**src/source/dcache_pkg.sv**
```systemverilog
package dcache_pkg;

    // bank geometry
    localparam int num_ways        = 2;
    localparam int num_sets        = 8;
    localparam int words_per_block = 4;

    // derived widths
    localparam int word_width    = 32;
    localparam int block_width   = words_per_block * word_width;
    localparam int byte_en_width = block_width / 8;
    localparam int index_width   = $clog2(num_sets);
    localparam int tag_width     = 8;
    localparam int way_width     = $clog2(num_ways);

    typedef logic [index_width-1:0]   index_t;
    typedef logic [tag_width-1:0]     tag_t;
    typedef logic [way_width-1:0]     way_t;
    typedef logic [byte_en_width-1:0] byte_en_t;
    typedef logic [block_width-1:0]   block_t;

    // one access from the requester
    typedef struct packed {
        index_t   index;
        tag_t     tag;
        byte_en_t byte_en;
        block_t   wdata;
    } cache_req_t;

    // data is the block before this request's own write
    typedef struct packed {
        logic   hit;
        block_t data;
    } cache_rsp_t;

    // write-back and fill line
    typedef struct packed {
        index_t index;
        tag_t   tag;
        block_t data;
    } mem_line_t;

    // controller to set_ways
    typedef struct packed {
        index_t   index;
        tag_t     tag;
        logic     use_victim;
        way_t     victim_way;
        byte_en_t byte_en;
        block_t   wdata;
        logic     fill;
    } set_cmd_t;

    typedef enum logic [1:0] {st_idle, st_write_back, st_read_req, st_wait_fill} miss_state_t;

endpackage

```
**src/source/dcache_bank.sv**
```systemverilog
`timescale 1ns/1ps

module dcache_bank (
    input  logic                   clk,
    input  logic                   rst_n,
    input  logic                   req_valid,
    input  dcache_pkg::cache_req_t req,
    output logic                   rsp_valid,
    output dcache_pkg::cache_rsp_t rsp,
    output logic                   busy,
    output logic                   mem_wb_valid,
    output dcache_pkg::mem_line_t  mem_wb,
    output logic                   mem_rd_valid,
    output dcache_pkg::index_t     mem_rd_index,
    output dcache_pkg::tag_t       mem_rd_tag,
    input  logic                   mem_fill_valid,
    input  dcache_pkg::block_t     mem_fill_data
);

    // controller to ways
    dcache_pkg::set_cmd_t cmd;

    // selected way back to the controller
    dcache_pkg::tag_t   tag_use;
    dcache_pkg::block_t data_use;
    logic               valid_use;
    logic               dirty_use;
    logic               hit;
    logic               invalid_found;
    dcache_pkg::way_t   invalid_way;

    miss_controller miss_controller_i (
        .clk, .rst_n, .req_valid, .req, .hit, .tag_use, .data_use, .valid_use,
        .dirty_use, .invalid_found, .invalid_way, .cmd, .busy, .rsp_valid, .rsp,
        .mem_wb_valid, .mem_wb, .mem_rd_valid, .mem_rd_index, .mem_rd_tag,
        .mem_fill_valid, .mem_fill_data
    );

    set_ways set_ways_i (
        .clk, .rst_n, .cmd, .tag_use, .data_use, .valid_use, .dirty_use,
        .hit, .invalid_found, .invalid_way
    );

endmodule

```
**src/source/miss_controller.sv**
```systemverilog
`timescale 1ns/1ps

module miss_controller (
    input  logic                   clk,
    input  logic                   rst_n,
    input  logic                   req_valid,
    input  dcache_pkg::cache_req_t req,
    input  logic                   hit,
    input  dcache_pkg::tag_t       tag_use,
    input  dcache_pkg::block_t     data_use,
    input  logic                   valid_use,
    input  logic                   dirty_use,
    input  logic                   invalid_found,
    input  dcache_pkg::way_t       invalid_way,
    output dcache_pkg::set_cmd_t   cmd,
    output logic                   busy,
    output logic                   rsp_valid,
    output dcache_pkg::cache_rsp_t rsp,
    output logic                   mem_wb_valid,
    output dcache_pkg::mem_line_t  mem_wb,
    output logic                   mem_rd_valid,
    output dcache_pkg::index_t     mem_rd_index,
    output dcache_pkg::tag_t       mem_rd_tag,
    input  logic                   mem_fill_valid,
    input  dcache_pkg::block_t     mem_fill_data
);

    dcache_pkg::miss_state_t state_q;
    dcache_pkg::cache_req_t  req_q;
    dcache_pkg::way_t        victim_q;
    dcache_pkg::way_t        rr_q;
    dcache_pkg::block_t      merged;
    logic                    idle;
    logic                    miss;
    logic                    fill_now;

    assign idle     = (state_q == dcache_pkg::st_idle);
    assign miss     = idle && req_valid && !hit;
    assign fill_now = (state_q == dcache_pkg::st_wait_fill) && mem_fill_valid;
    assign busy     = !idle;

    // request bytes win over fill bytes
    always_comb begin
        merged = mem_fill_data;
        for (int b = 0; b < dcache_pkg::byte_en_width; b++) begin
            if (req_q.byte_en[b]) merged[b*8 +: 8] = req_q.wdata[b*8 +: 8];
        end
    end

    // idle passes the live request, otherwise the latched one on the victim
    assign cmd.index      = idle ? req.index : req_q.index;
    assign cmd.tag        = idle ? req.tag : req_q.tag;
    assign cmd.use_victim = !idle;
    assign cmd.victim_way = victim_q;
    assign cmd.byte_en    = (idle && req_valid && hit) ? req.byte_en :
                            fill_now ? req_q.byte_en : '0;
    assign cmd.wdata      = idle ? req.wdata : merged;
    assign cmd.fill       = fill_now;

    // hit answers now, miss answers with the raw fill
    assign rsp_valid = (idle && req_valid && hit) || fill_now;
    assign rsp.hit   = idle;
    assign rsp.data  = idle ? data_use : mem_fill_data;

    // victim contents come straight from the selected way
    assign mem_wb_valid = (state_q == dcache_pkg::st_write_back) && valid_use && dirty_use;
    assign mem_wb.index = req_q.index;
    assign mem_wb.tag   = tag_use;
    assign mem_wb.data  = data_use;

    assign mem_rd_valid = (state_q == dcache_pkg::st_read_req);
    assign mem_rd_index = req_q.index;
    assign mem_rd_tag   = req_q.tag;

    always_ff @(posedge clk) begin
        if (!rst_n) begin
            state_q <= dcache_pkg::st_idle;
            rr_q    <= '0;
        end else begin
            case (state_q)
                dcache_pkg::st_idle: begin
                    if (miss) state_q <= dcache_pkg::st_write_back;
                    // round robin moves only when every way is taken
                    if (miss && !invalid_found) begin
                        if (rr_q == dcache_pkg::way_t'(dcache_pkg::num_ways - 1)) rr_q <= '0;
                        else rr_q <= rr_q + 1'b1;
                    end
                end
                dcache_pkg::st_write_back: state_q <= dcache_pkg::st_read_req;
                dcache_pkg::st_read_req:   state_q <= dcache_pkg::st_wait_fill;
                dcache_pkg::st_wait_fill: begin
                    if (mem_fill_valid) state_q <= dcache_pkg::st_idle;
                end
                default: state_q <= dcache_pkg::st_idle;
            endcase
        end
    end

    // latched miss and its victim
    always_ff @(posedge clk) begin
        if (miss) begin
            req_q    <= req;
            victim_q <= invalid_found ? invalid_way : rr_q;
        end
    end

endmodule

```
**src/source/priority_encoder.sv**
```systemverilog
`timescale 1ns/1ps

module priority_encoder #(
    parameter int n = 2
) (
    input  logic [n-1:0]         valids,
    output logic [$clog2(n)-1:0] index,
    output logic                 found
);

    // scan from the top so the lowest set bit is written last
    always_comb begin
        index = '0;
        found = 1'b0;
        for (int i = n - 1; i >= 0; i--) begin
            if (valids[i]) begin
                index = i[$clog2(n)-1:0];
                found = 1'b1;
            end
        end
    end

endmodule

```
**src/source/set_ways.sv**
```systemverilog
`timescale 1ns/1ps

module set_ways (
    input  logic                 clk,
    input  logic                 rst_n,
    input  dcache_pkg::set_cmd_t cmd,
    output dcache_pkg::tag_t     tag_use,
    output dcache_pkg::block_t   data_use,
    output logic                 valid_use,
    output logic                 dirty_use,
    output logic                 hit,
    output logic                 invalid_found,
    output dcache_pkg::way_t     invalid_way
);

    // per-way views of the addressed set
    dcache_pkg::tag_t   tag_per_way  [dcache_pkg::num_ways];
    dcache_pkg::block_t data_per_way [dcache_pkg::num_ways];
    logic [dcache_pkg::num_ways-1:0] valid_per_way;
    logic [dcache_pkg::num_ways-1:0] dirty_per_way;
    logic [dcache_pkg::num_ways-1:0] hit_per_way;

    dcache_pkg::way_t hit_way;
    dcache_pkg::way_t way_sel;

    // lowest hitting way
    priority_encoder #(.n(dcache_pkg::num_ways)) hit_enc_i (
        .valids(hit_per_way),
        .index (hit_way),
        .found (hit)
    );

    // lowest empty way, first choice for a victim
    priority_encoder #(.n(dcache_pkg::num_ways)) invalid_enc_i (
        .valids(~valid_per_way),
        .index (invalid_way),
        .found (invalid_found)
    );

    // controller owns the way while a miss is in flight
    assign way_sel = cmd.use_victim ? cmd.victim_way : hit_way;

    assign tag_use   = tag_per_way[way_sel];
    assign data_use  = data_per_way[way_sel];
    assign valid_use = valid_per_way[way_sel];
    assign dirty_use = dirty_per_way[way_sel];

    for (genvar w = 0; w < dcache_pkg::num_ways; w++) begin : g_way
        dcache_pkg::byte_en_t way_byte_en;
        logic                 way_fill;

        assign hit_per_way[w] = valid_per_way[w] && (tag_per_way[w] == cmd.tag);

        // writes reach only the selected way
        assign way_byte_en = (way_sel == w) ? cmd.byte_en : '0;
        assign way_fill    = cmd.fill && (way_sel == w);

        way_store way_store_i (
            .clk      (clk),
            .rst_n    (rst_n),
            .index    (cmd.index),
            .byte_en  (way_byte_en),
            .fill     (way_fill),
            .wdata    (cmd.wdata),
            .tag_write(cmd.tag),
            .tag_use  (tag_per_way[w]),
            .data_use (data_per_way[w]),
            .valid_use(valid_per_way[w]),
            .dirty_use(dirty_per_way[w])
        );
    end

endmodule

```
**src/source/way_store.sv**
```systemverilog
`timescale 1ns/1ps

module way_store (
    input  logic                clk,
    input  logic                rst_n,
    input  dcache_pkg::index_t   index,
    input  dcache_pkg::byte_en_t byte_en,
    input  logic                fill,
    input  dcache_pkg::block_t   wdata,
    input  dcache_pkg::tag_t     tag_write,
    output dcache_pkg::tag_t     tag_use,
    output dcache_pkg::block_t   data_use,
    output logic                valid_use,
    output logic                dirty_use
);

    // per-set storage of this way
    dcache_pkg::tag_t   tag_mem  [dcache_pkg::num_sets];
    dcache_pkg::block_t data_mem [dcache_pkg::num_sets];
    logic [dcache_pkg::num_sets-1:0] valid_q;
    logic [dcache_pkg::num_sets-1:0] dirty_q;

    logic any_byte;

    assign any_byte = |byte_en;

    // asynchronous read at the current set
    assign tag_use   = tag_mem[index];
    assign data_use  = data_mem[index];
    assign valid_use = valid_q[index];
    assign dirty_use = dirty_q[index];

    // status bits
    always_ff @(posedge clk) begin
        if (!rst_n) begin
            valid_q <= '0;
            dirty_q <= '0;
        end else if (fill) begin
            valid_q[index] <= 1'b1;
            // dirty only when the missing request wrote bytes
            dirty_q[index] <= any_byte;
        end else if (any_byte) begin
            dirty_q[index] <= 1'b1;
        end
    end

    // tag and data arrays
    always_ff @(posedge clk) begin
        if (fill) begin
            tag_mem[index]  <= tag_write;
            data_mem[index] <= wdata;
        end else begin
            // byte-granular update of a resident block
            for (int b = 0; b < dcache_pkg::byte_en_width; b++) begin
                if (byte_en[b]) begin
                    data_mem[index][b*8 +: 8] <= wdata[b*8 +: 8];
                end
            end
        end
    end

endmodule

```
**config.mk**
```make
export PLATFORM = sky130hd
export DESIGN_NAME = dcache_bank
export DESIGN_NICKNAME = d
export VERILOG_FILES = /design/src/source/dcache_pkg.sv /design/src/source/dcache_bank.sv /design/src/source/miss_controller.sv /design/src/source/priority_encoder.sv /design/src/source/set_ways.sv /design/src/source/way_store.sv
export SDC_FILE = /design/constraint.sdc
export NUM_CORES = 2
export LEC_CHECK = 0
export BUFFER_PORTS_ARGS = -buffer_cell sky130_fd_sc_hd__buf_2
export CORE_MARGIN = 2
export CORE_UTILIZATION = 55
export CTS_CLUSTER_SIZE = 12
export DETAILED_ROUTE_END_ITERATION = 10
export HOLD_SLACK_MARGIN = 0.02
export PLACE_DENSITY = 0.73
export SYNTH_ARGS = -nofsm -noshare
export SYNTH_HDL_FRONTEND = slang
export SYNTH_SLANG_ARGS = --single-unit
```
**constraint.sdc**
```tcl
create_clock -name clk -period 25.7 [get_ports clk]
set_input_delay 3.855 -clock clk [delete_from_list [all_inputs] [get_ports clk]]
set_output_delay 3.855 -clock clk [all_outputs]
set_load 0.02 [all_outputs]
```
# --- Word level (Yosys, flattened, before mapping) ---
# Memory sizes are Yosys's and may differ from the RTL's.
# Cells that the tools add are included.
# W data, S select, Z words.
word_totals:
  in_bits: 287
  mem_bits_rw: 2176
  mem_bits_ro: 0
  output_inout_bits: 283
  regBits: 191
  wordCells: 283
  mem_count: 4
  latchBits: 0
memory_table:
  columns: ["memory", "words", "word_bits", "read_ports", "rd_ports_with_merged_regs", "wr", "line", "source"]
  rows:
  - ["set_ways_i.g_way[0].way_store_i.data_mem", 8, 128, 1, 0, 1, "way_store.sv:19", "dcache_pkg::block_t data_mem [dcache_pkg::num_sets];"]
  - ["set_ways_i.g_way[1].way_store_i.data_mem", 8, 128, 1, 0, 1, "way_store.sv:19", null]
  - ["set_ways_i.g_way[0].way_store_i.tag_mem", 8, 8, 1, 0, 1, "way_store.sv:18", "dcache_pkg::tag_t tag_mem [dcache_pkg::num_sets];"]
  - ["set_ways_i.g_way[1].way_store_i.tag_mem", 8, 8, 1, 0, 1, "way_store.sv:18", null]
op_classes:
  n_mul: 0
  eq_ne: 7
  muxes: 194
  reduce_logical: 23
  div_mod_pow: 0
  n_shift: 0
  n_bitwise: 39
  add_sub_neg: 1
  magnitude_cmp: 4
op_table:
  columns: ["operator", "count"]
  rows:
  - ["$mux W128", 5]
  - ["$mux W8", 56]
  - ["$mux W1", 118]
  - ["$mux W16", 4]
  - ["$or A1 B1 Y1", 32]
  - ["$or A8 B8 Y8", 4]
  - ["$reduce_or A16 Y1", 2]
  - ["$bwmux W8", 2]
  - ["$eq A8 B8 Y1", 2]
  - ["$bmux W1 S3", 4]
  - ["$logic_and A1 B1 Y1", 12]
  - ["$pmux W2 S4", 1]
  - ["$eq A2 B2 Y1 const B", 2]
  - ["$lt A3 B4 Y1 const B", 1]
  - ["$mux W2", 2]
  - ["$ne A2 B2 Y1 const B", 2]
  - ["$reduce_and A2 Y1", 2]
  - ["$reduce_bool A2 Y1", 2]
  - ["$demux W1 S3", 1]
  - ["$ge A3 B1 Y1 const B", 1]
  - ["$logic_not A1 Y1", 3]
  - ["$mux W3", 1]
  - ["$eq A2 B1 Y1 const B", 1]
  - ["$ge A2 B2 Y1 const B", 1]
  - ["7 further kinds", 7]

# --- Depth between registers and ports, before layout ---
depth:
  depth_word: 14
  ltp_mapped: 20
  ltp_nobuf: 12

# --- By module ---
# From an unflattened synthesis, not the netlist that was laid out.
hier_totals:
  hier_cells: 5848
  hier_area_um2: 96978.0
modules_own_cells:
  columns: ["module", "instances", "area_per_inst_um2", "cells_per_inst"]
  rows:
  - ["way_store", 2, 42119.1, 2326]
  - ["miss_controller", 1, 10587.7, 975]
  - ["set_ways", 1, 2127.0, 217]
  - ["priority_encoder", 2, 12.5, 2]

# --- Worst setup path after synthesis ---
# No wires, ideal clock.
synth_path:
  path_type: "input to register"
  start: "input port req[152] in the netlist's numbering"
  end: "register miss_controller_i.req_q (netlist bit miss_controller_i.mem_rd_index[0]) (enable)"
  cell_stages: 13
  arrival_time_ns: 12.221
  path_slack_ns: 12.803
  n_path_buf: 4
  t_required_ns: 25.025
  setup_time_ns: 0.675
  cell_sequence: "mux2i_2 -> buf_2 -> buf_2 -> buf_2 -> clkbuf_1 -> nand2_1 -> nand3_1 -> nand4_1 -> xnor2_1 -> nor4_1 -> nand2_1 -> nand2_1 -> nor2_1"
synth_via:
  elab_chain_len: 8
  word_cells_on_any_way: 15
  classes_between: "eq/ne: 2; mux: 7; reduce/logical: 4; memory: 2"
synth_rtl:
  columns: ["element", "line", "source"]
  rows:
  - ["start: declaration", "dcache_bank.sv:7", "input dcache_pkg::cache_req_t req,"]
  - ["$mux W3 *", "miss_controller.sv:51", "assign cmd.index = idle ? req.index : req_q.index;"]
  - ["$mem_v2 Z8 W8 or $bmux W1 S3 (tied branches)", null, null]
  - ["$eq A8 B8 Y1 or $mux W1 (tied branches)", "set_ways.sv:52, way_store.sv:30", null]
  - ["$logic_and A1 B1 Y1", "set_ways.sv:52", "assign hit_per_way[w] = valid_per_way[w] && (tag_per_way[w] == cmd.tag);"]
  - ["$mux W1", "priority_encoder.sv:16", "if (valids[i]) begin"]
  - ["$mux W1 *", "priority_encoder.sv:16", null]
  - ["$logic_not A1 Y1 *", "miss_controller.sv:38", "assign miss = idle && req_valid && !hit;"]
  - ["$logic_and A1 B1 Y1 *", "miss_controller.sv:38", null]
  - ["via miss_controller_i.miss", "miss_controller.sv:34", "logic miss;"]
  - ["end signal: assignment", "miss_controller.sv:102", "req_q <= req;"]
  - ["end: declaration", "miss_controller.sv:29", "dcache_pkg::cache_req_t req_q;"]
# Mark *: on every way through the listed nets, which the timed path passes. The rest lies on a longest branch. The select of a mux whose other input is x is not followed.
# A chain may end at the register's enable or synchronous reset.

==> flow_summary_export.csv <==
group,metric,value,unit
routing,ant_nets,0,
timing,hold_violations,0,
timing,relSlewSlack,12.62,%
cts,clockRootBuffer,"clkbuf_16",
place,gp_congestion,0.8561,
yosys,synth_cells,5582,
yosys,synthDominantCellAreaShare,76.44,%
timing,finalClockSkew,0.06143,ns
power,ir_drop,0.1066,mV
routing,drc,1,
yosys,ys.warnings.count,0,
timing,timing.final.crit_share,55.71,%
critical_path,path_max_fanout,89,
layout,fin_area,0.1038,mm²
critical_path,crit_top_cell,"buf_4",
global_routing,grt_pass1_vias,55110,
min_path,hp-class,"reg -> reg",
routing,wl_per_cell,31.30,µm
yosys,async_flop_share,0,%
cts,clkLatencyLatePin,0.88,ns
place,hpwl,153.8,mm
cts,cts_setup_buffers,0,
yosys,synthFlopType,"edfxtp_1",
yosys,synth.area.top_cells,"edfxtp_1 (76%), a222oi_1 (3.6%), mux2i_1 (2.6%)",
critical_path,critPathRequiredTime,21.84,ns
global_routing,grt.overflow.total,0,
cts,numCtsBuffers,230,
die,dieArea,0.1699,mm²
critical_path,critPathLaunchType,"primary input",
critical_path,cp_slowest_stage_delay,0.91,ns
critical_path,r2r_cells,15,
place,io_buffers,569,
critical_path,crit_arrival,10.46,ns
layout,nNetsFinal,6453,
die,core_area,0.1652,mm²
cts,cts_tree,"done",
cts,clock_sinks,2367,
yosys,synth_nets,5873,
routing,routed_wl,265.1,mm
cts,post_cts_resized,0,
global_routing,grt_max_degree,121,
cts,cts_htree_levels,4,
place,placedInstanceArea,0.09717,mm²
layout,area_delta_synth_final,13.31,%
power,p_per_area,129.9,mW/mm²
power,leakage,34.61,nW
timing,fin_tns_setup,0,ns
layout,drive_gt1_share,20.40,%
layout,final_util,62.85,%
die,initial_utilization,55.47,%
critical_path,r2r_start,"miss_controller_i.state_q[0]",
run,drv_cap,0,
die,die_w,412.1,µm
layout,layout_commonest_cell,"edfxtp_1",
yosys,synth-edff-count,2332,
routing,vias_per_cell,6.674,
yosys,synth_area,0.09162,mm²
layout,final_cell_mix,"edfxtp_1 (2332), buf_2 (569), nand2_1 (505)",
cts,cts_buffer_depth,3,
timing,period_needed,14.32,ns
cts,ctsHoldBuffers,0,
yosys,avgSynthCellArea,16.41,µm²
die,fp.dieH,412.1,µm
run_status,status,"finished with violations",
yosys,synth_seq_cells,2367,
yosys,yosys.area.top_type,"edfxtp_1",
cts,clk_pin_slew,0.06,ns
die,rows,149,
timing,fmax,69.84,MHz
yosys,synth_cell_type_count,72,
timing,slew_viol_final,0,
global_routing,grt_usage,30.56,%
timing,finalSetupViolCount,0,
die,io_pins,570,
routing,first_pass_iters,11,
critical_path,end_kind,"output port",
critical_path,rr_endpoint,"set_ways_i.g_way[1].way_store_i.data_mem[2][43]",
critical_path,crit_type,"in -> out",
critical_path,setup.worst_path.start,"req[152]",
global_routing,antenna_found_initial,7,
timing,rsz0062_at_grt,"no",
yosys,seq_area_frac_synth,77.20,%
critical_path,r2r_slack,16.25,ns
critical_path,endpoint,"rsp[91]",
routing,drt_iter0_drc,9951,
global_routing,grt_pass1_wl,375.8,mm
routing,num_vias,56530,
critical_path,crit_path_cell_trace,"buf_2 > mux2i_4 > buf_4 > buf_4 > buf_4 > nand2_1 > nand3_1 > nand4_1 > xnor2_1 > nor4_1 > a32o_4 > buf_12 > mux2_4 > mux2_2 > buf_2",
timing,tightest_slew,1.302,ns
critical_path,critical-path-slowest-cell,"buf_4",
run_status,violations,"DRC",
## registers in the layout, summed over array words and instances (netlist names)
register,cells
miss_controller_i.state_q,2
miss_controller_i.mem_rd_index,3
set_ways_i.g_way.way_store_i.tag_mem,128
miss_controller_i.rr_q,1
set_ways_i.g_way.way_store_i.valid_q,16
miss_controller_i.victim_q,1
miss_controller_i.req_q,144
set_ways_i.g_way.way_store_i.dirty_q,16
set_ways_i.g_way.way_store_i.data_mem,2048
miss_controller_i.mem_rd_tag,8
## worst max-delay path: cells and delay by family
family | cells | cell delay, ns
xor gates and xnor gates | 1 | 0.18
and+or+nand+nor | 4 | 0.96
AOI/OAI and AO/OA | 1 | 0.90
muxes | 3 | 0.75
buffers and inverters | 6 | 3.47
## synth_stat cells (all sizes together) (2+ instances only)
master   instances
buf            128
o21a            17
and3            15
a32o             2
nor4            13
a211oi          34
dfxtp           35
clkbuf         295
and2             6
edfxtp        2332
a22oi          210
inv             12
nand2          515
mux2           169
o32ai            2
or2              6
o22a             6
nand4           13
o211a            5
a21oi          162
nor2b            8
a2bb2oi          5
o221ai           9
a31oi            2
o21ai          170
a21o             3
a21boi          14
o22ai           30
nand3b           2
mux2i          239
nand2b          14
a222oi         325
a221oi         163
o211ai           3
a22o            63
or3b             2
nor3            25
xnor2           15
a221o            6
ha               4
nor2           366
nand3          122
## per-layer routing
metal / routed length [µm] / share of wire [%] / global-route usage [%] / vias up
li1: - / - / - / 23720
met1: 94010 / 35 / 39.52 / 28070
met2: 125500 / 47 / 48.92 / 4039
met3: 31550 / 12 / 6.992 / 698
met4: 13960 / 5.3 / 15.31 / 12
met5: 67 / 0.025 / 0 / -
## logic make-up (layout without fill, tap and decap cells)
kind of cell               after synthesis  in the layout  share of synthesized area (%)
other                                    0              1                              0
muxes                                  408            408                          4.852
xor gates and xnor gates                16             16                         0.1530
DFF                                   2367           2367                          77.20
adders and majority gates                4              4                        0.05463
AOI/OAI and AO/OA                     1236           1236                          10.45
and+or+nand+nor                       1116           1116                          5.194
buffers and inverters                  435           1133                          2.092
## metrics by stage
stage,hold slack (ns),setup WS [ns],instances,total power [mW]
after floorplan,0.4403,12.80,5582,8.304
final,0.4637,11.38,8470,13.49
after detailed placement,0.4525,11.62,8118,10.40
after global placement,0.4478,11.69,8118,10.31
after CTS,0.4663,11.50,8468,13.42
after global routing,0.4809,11.22,8469,13.90
## power breakdown
group	total [mW]	switching, mW	internal (mW)
clock	3.08	1.39	1.68
sequential	5.12	0.0572	5.07
combinational	5.28	3.72	1.57
## final cells by class
cell class / instances / area [µm²]
flip-flops and latches: 2367 / 70730
fillers: 11640 / 61370
multi-input cells: 2780 / 19190
clock buffers: 292 / 6008
repair buffers: 771 / 4477
well taps: 2189 / 2739
clock inverters: 58 / 615.6
inverters: 12 / 45.04
diodes: 1 / 2.502
## how the worst min path moves through the flow
stage / start / to / slack, ns / depth (start not counted)
after CTS: set_ways_i.g_way[0].way_store_i.valid_q[6] / set_ways_i.g_way[0].way_store_i.valid_q[6] / 0.47 / 1
after floorplan: set_ways_i.g_way[0].way_store_i.valid_q[1] / set_ways_i.g_way[0].way_store_i.valid_q[1] / 0.44 / 1
after global placement: set_ways_i.g_way[0].way_store_i.valid_q[1] / set_ways_i.g_way[0].way_store_i.valid_q[1] / 0.45 / 1
final: set_ways_i.g_way[0].way_store_i.valid_q[6] / set_ways_i.g_way[0].way_store_i.valid_q[6] / 0.46 / 1
after global routing: set_ways_i.g_way[0].way_store_i.valid_q[1] / set_ways_i.g_way[0].way_store_i.valid_q[1] / 0.48 / 1
after detailed placement: set_ways_i.g_way[0].way_store_i.valid_q[6] / set_ways_i.g_way[0].way_store_i.valid_q[6] / 0.45 / 1
Power figures use the tool's default switching activity.
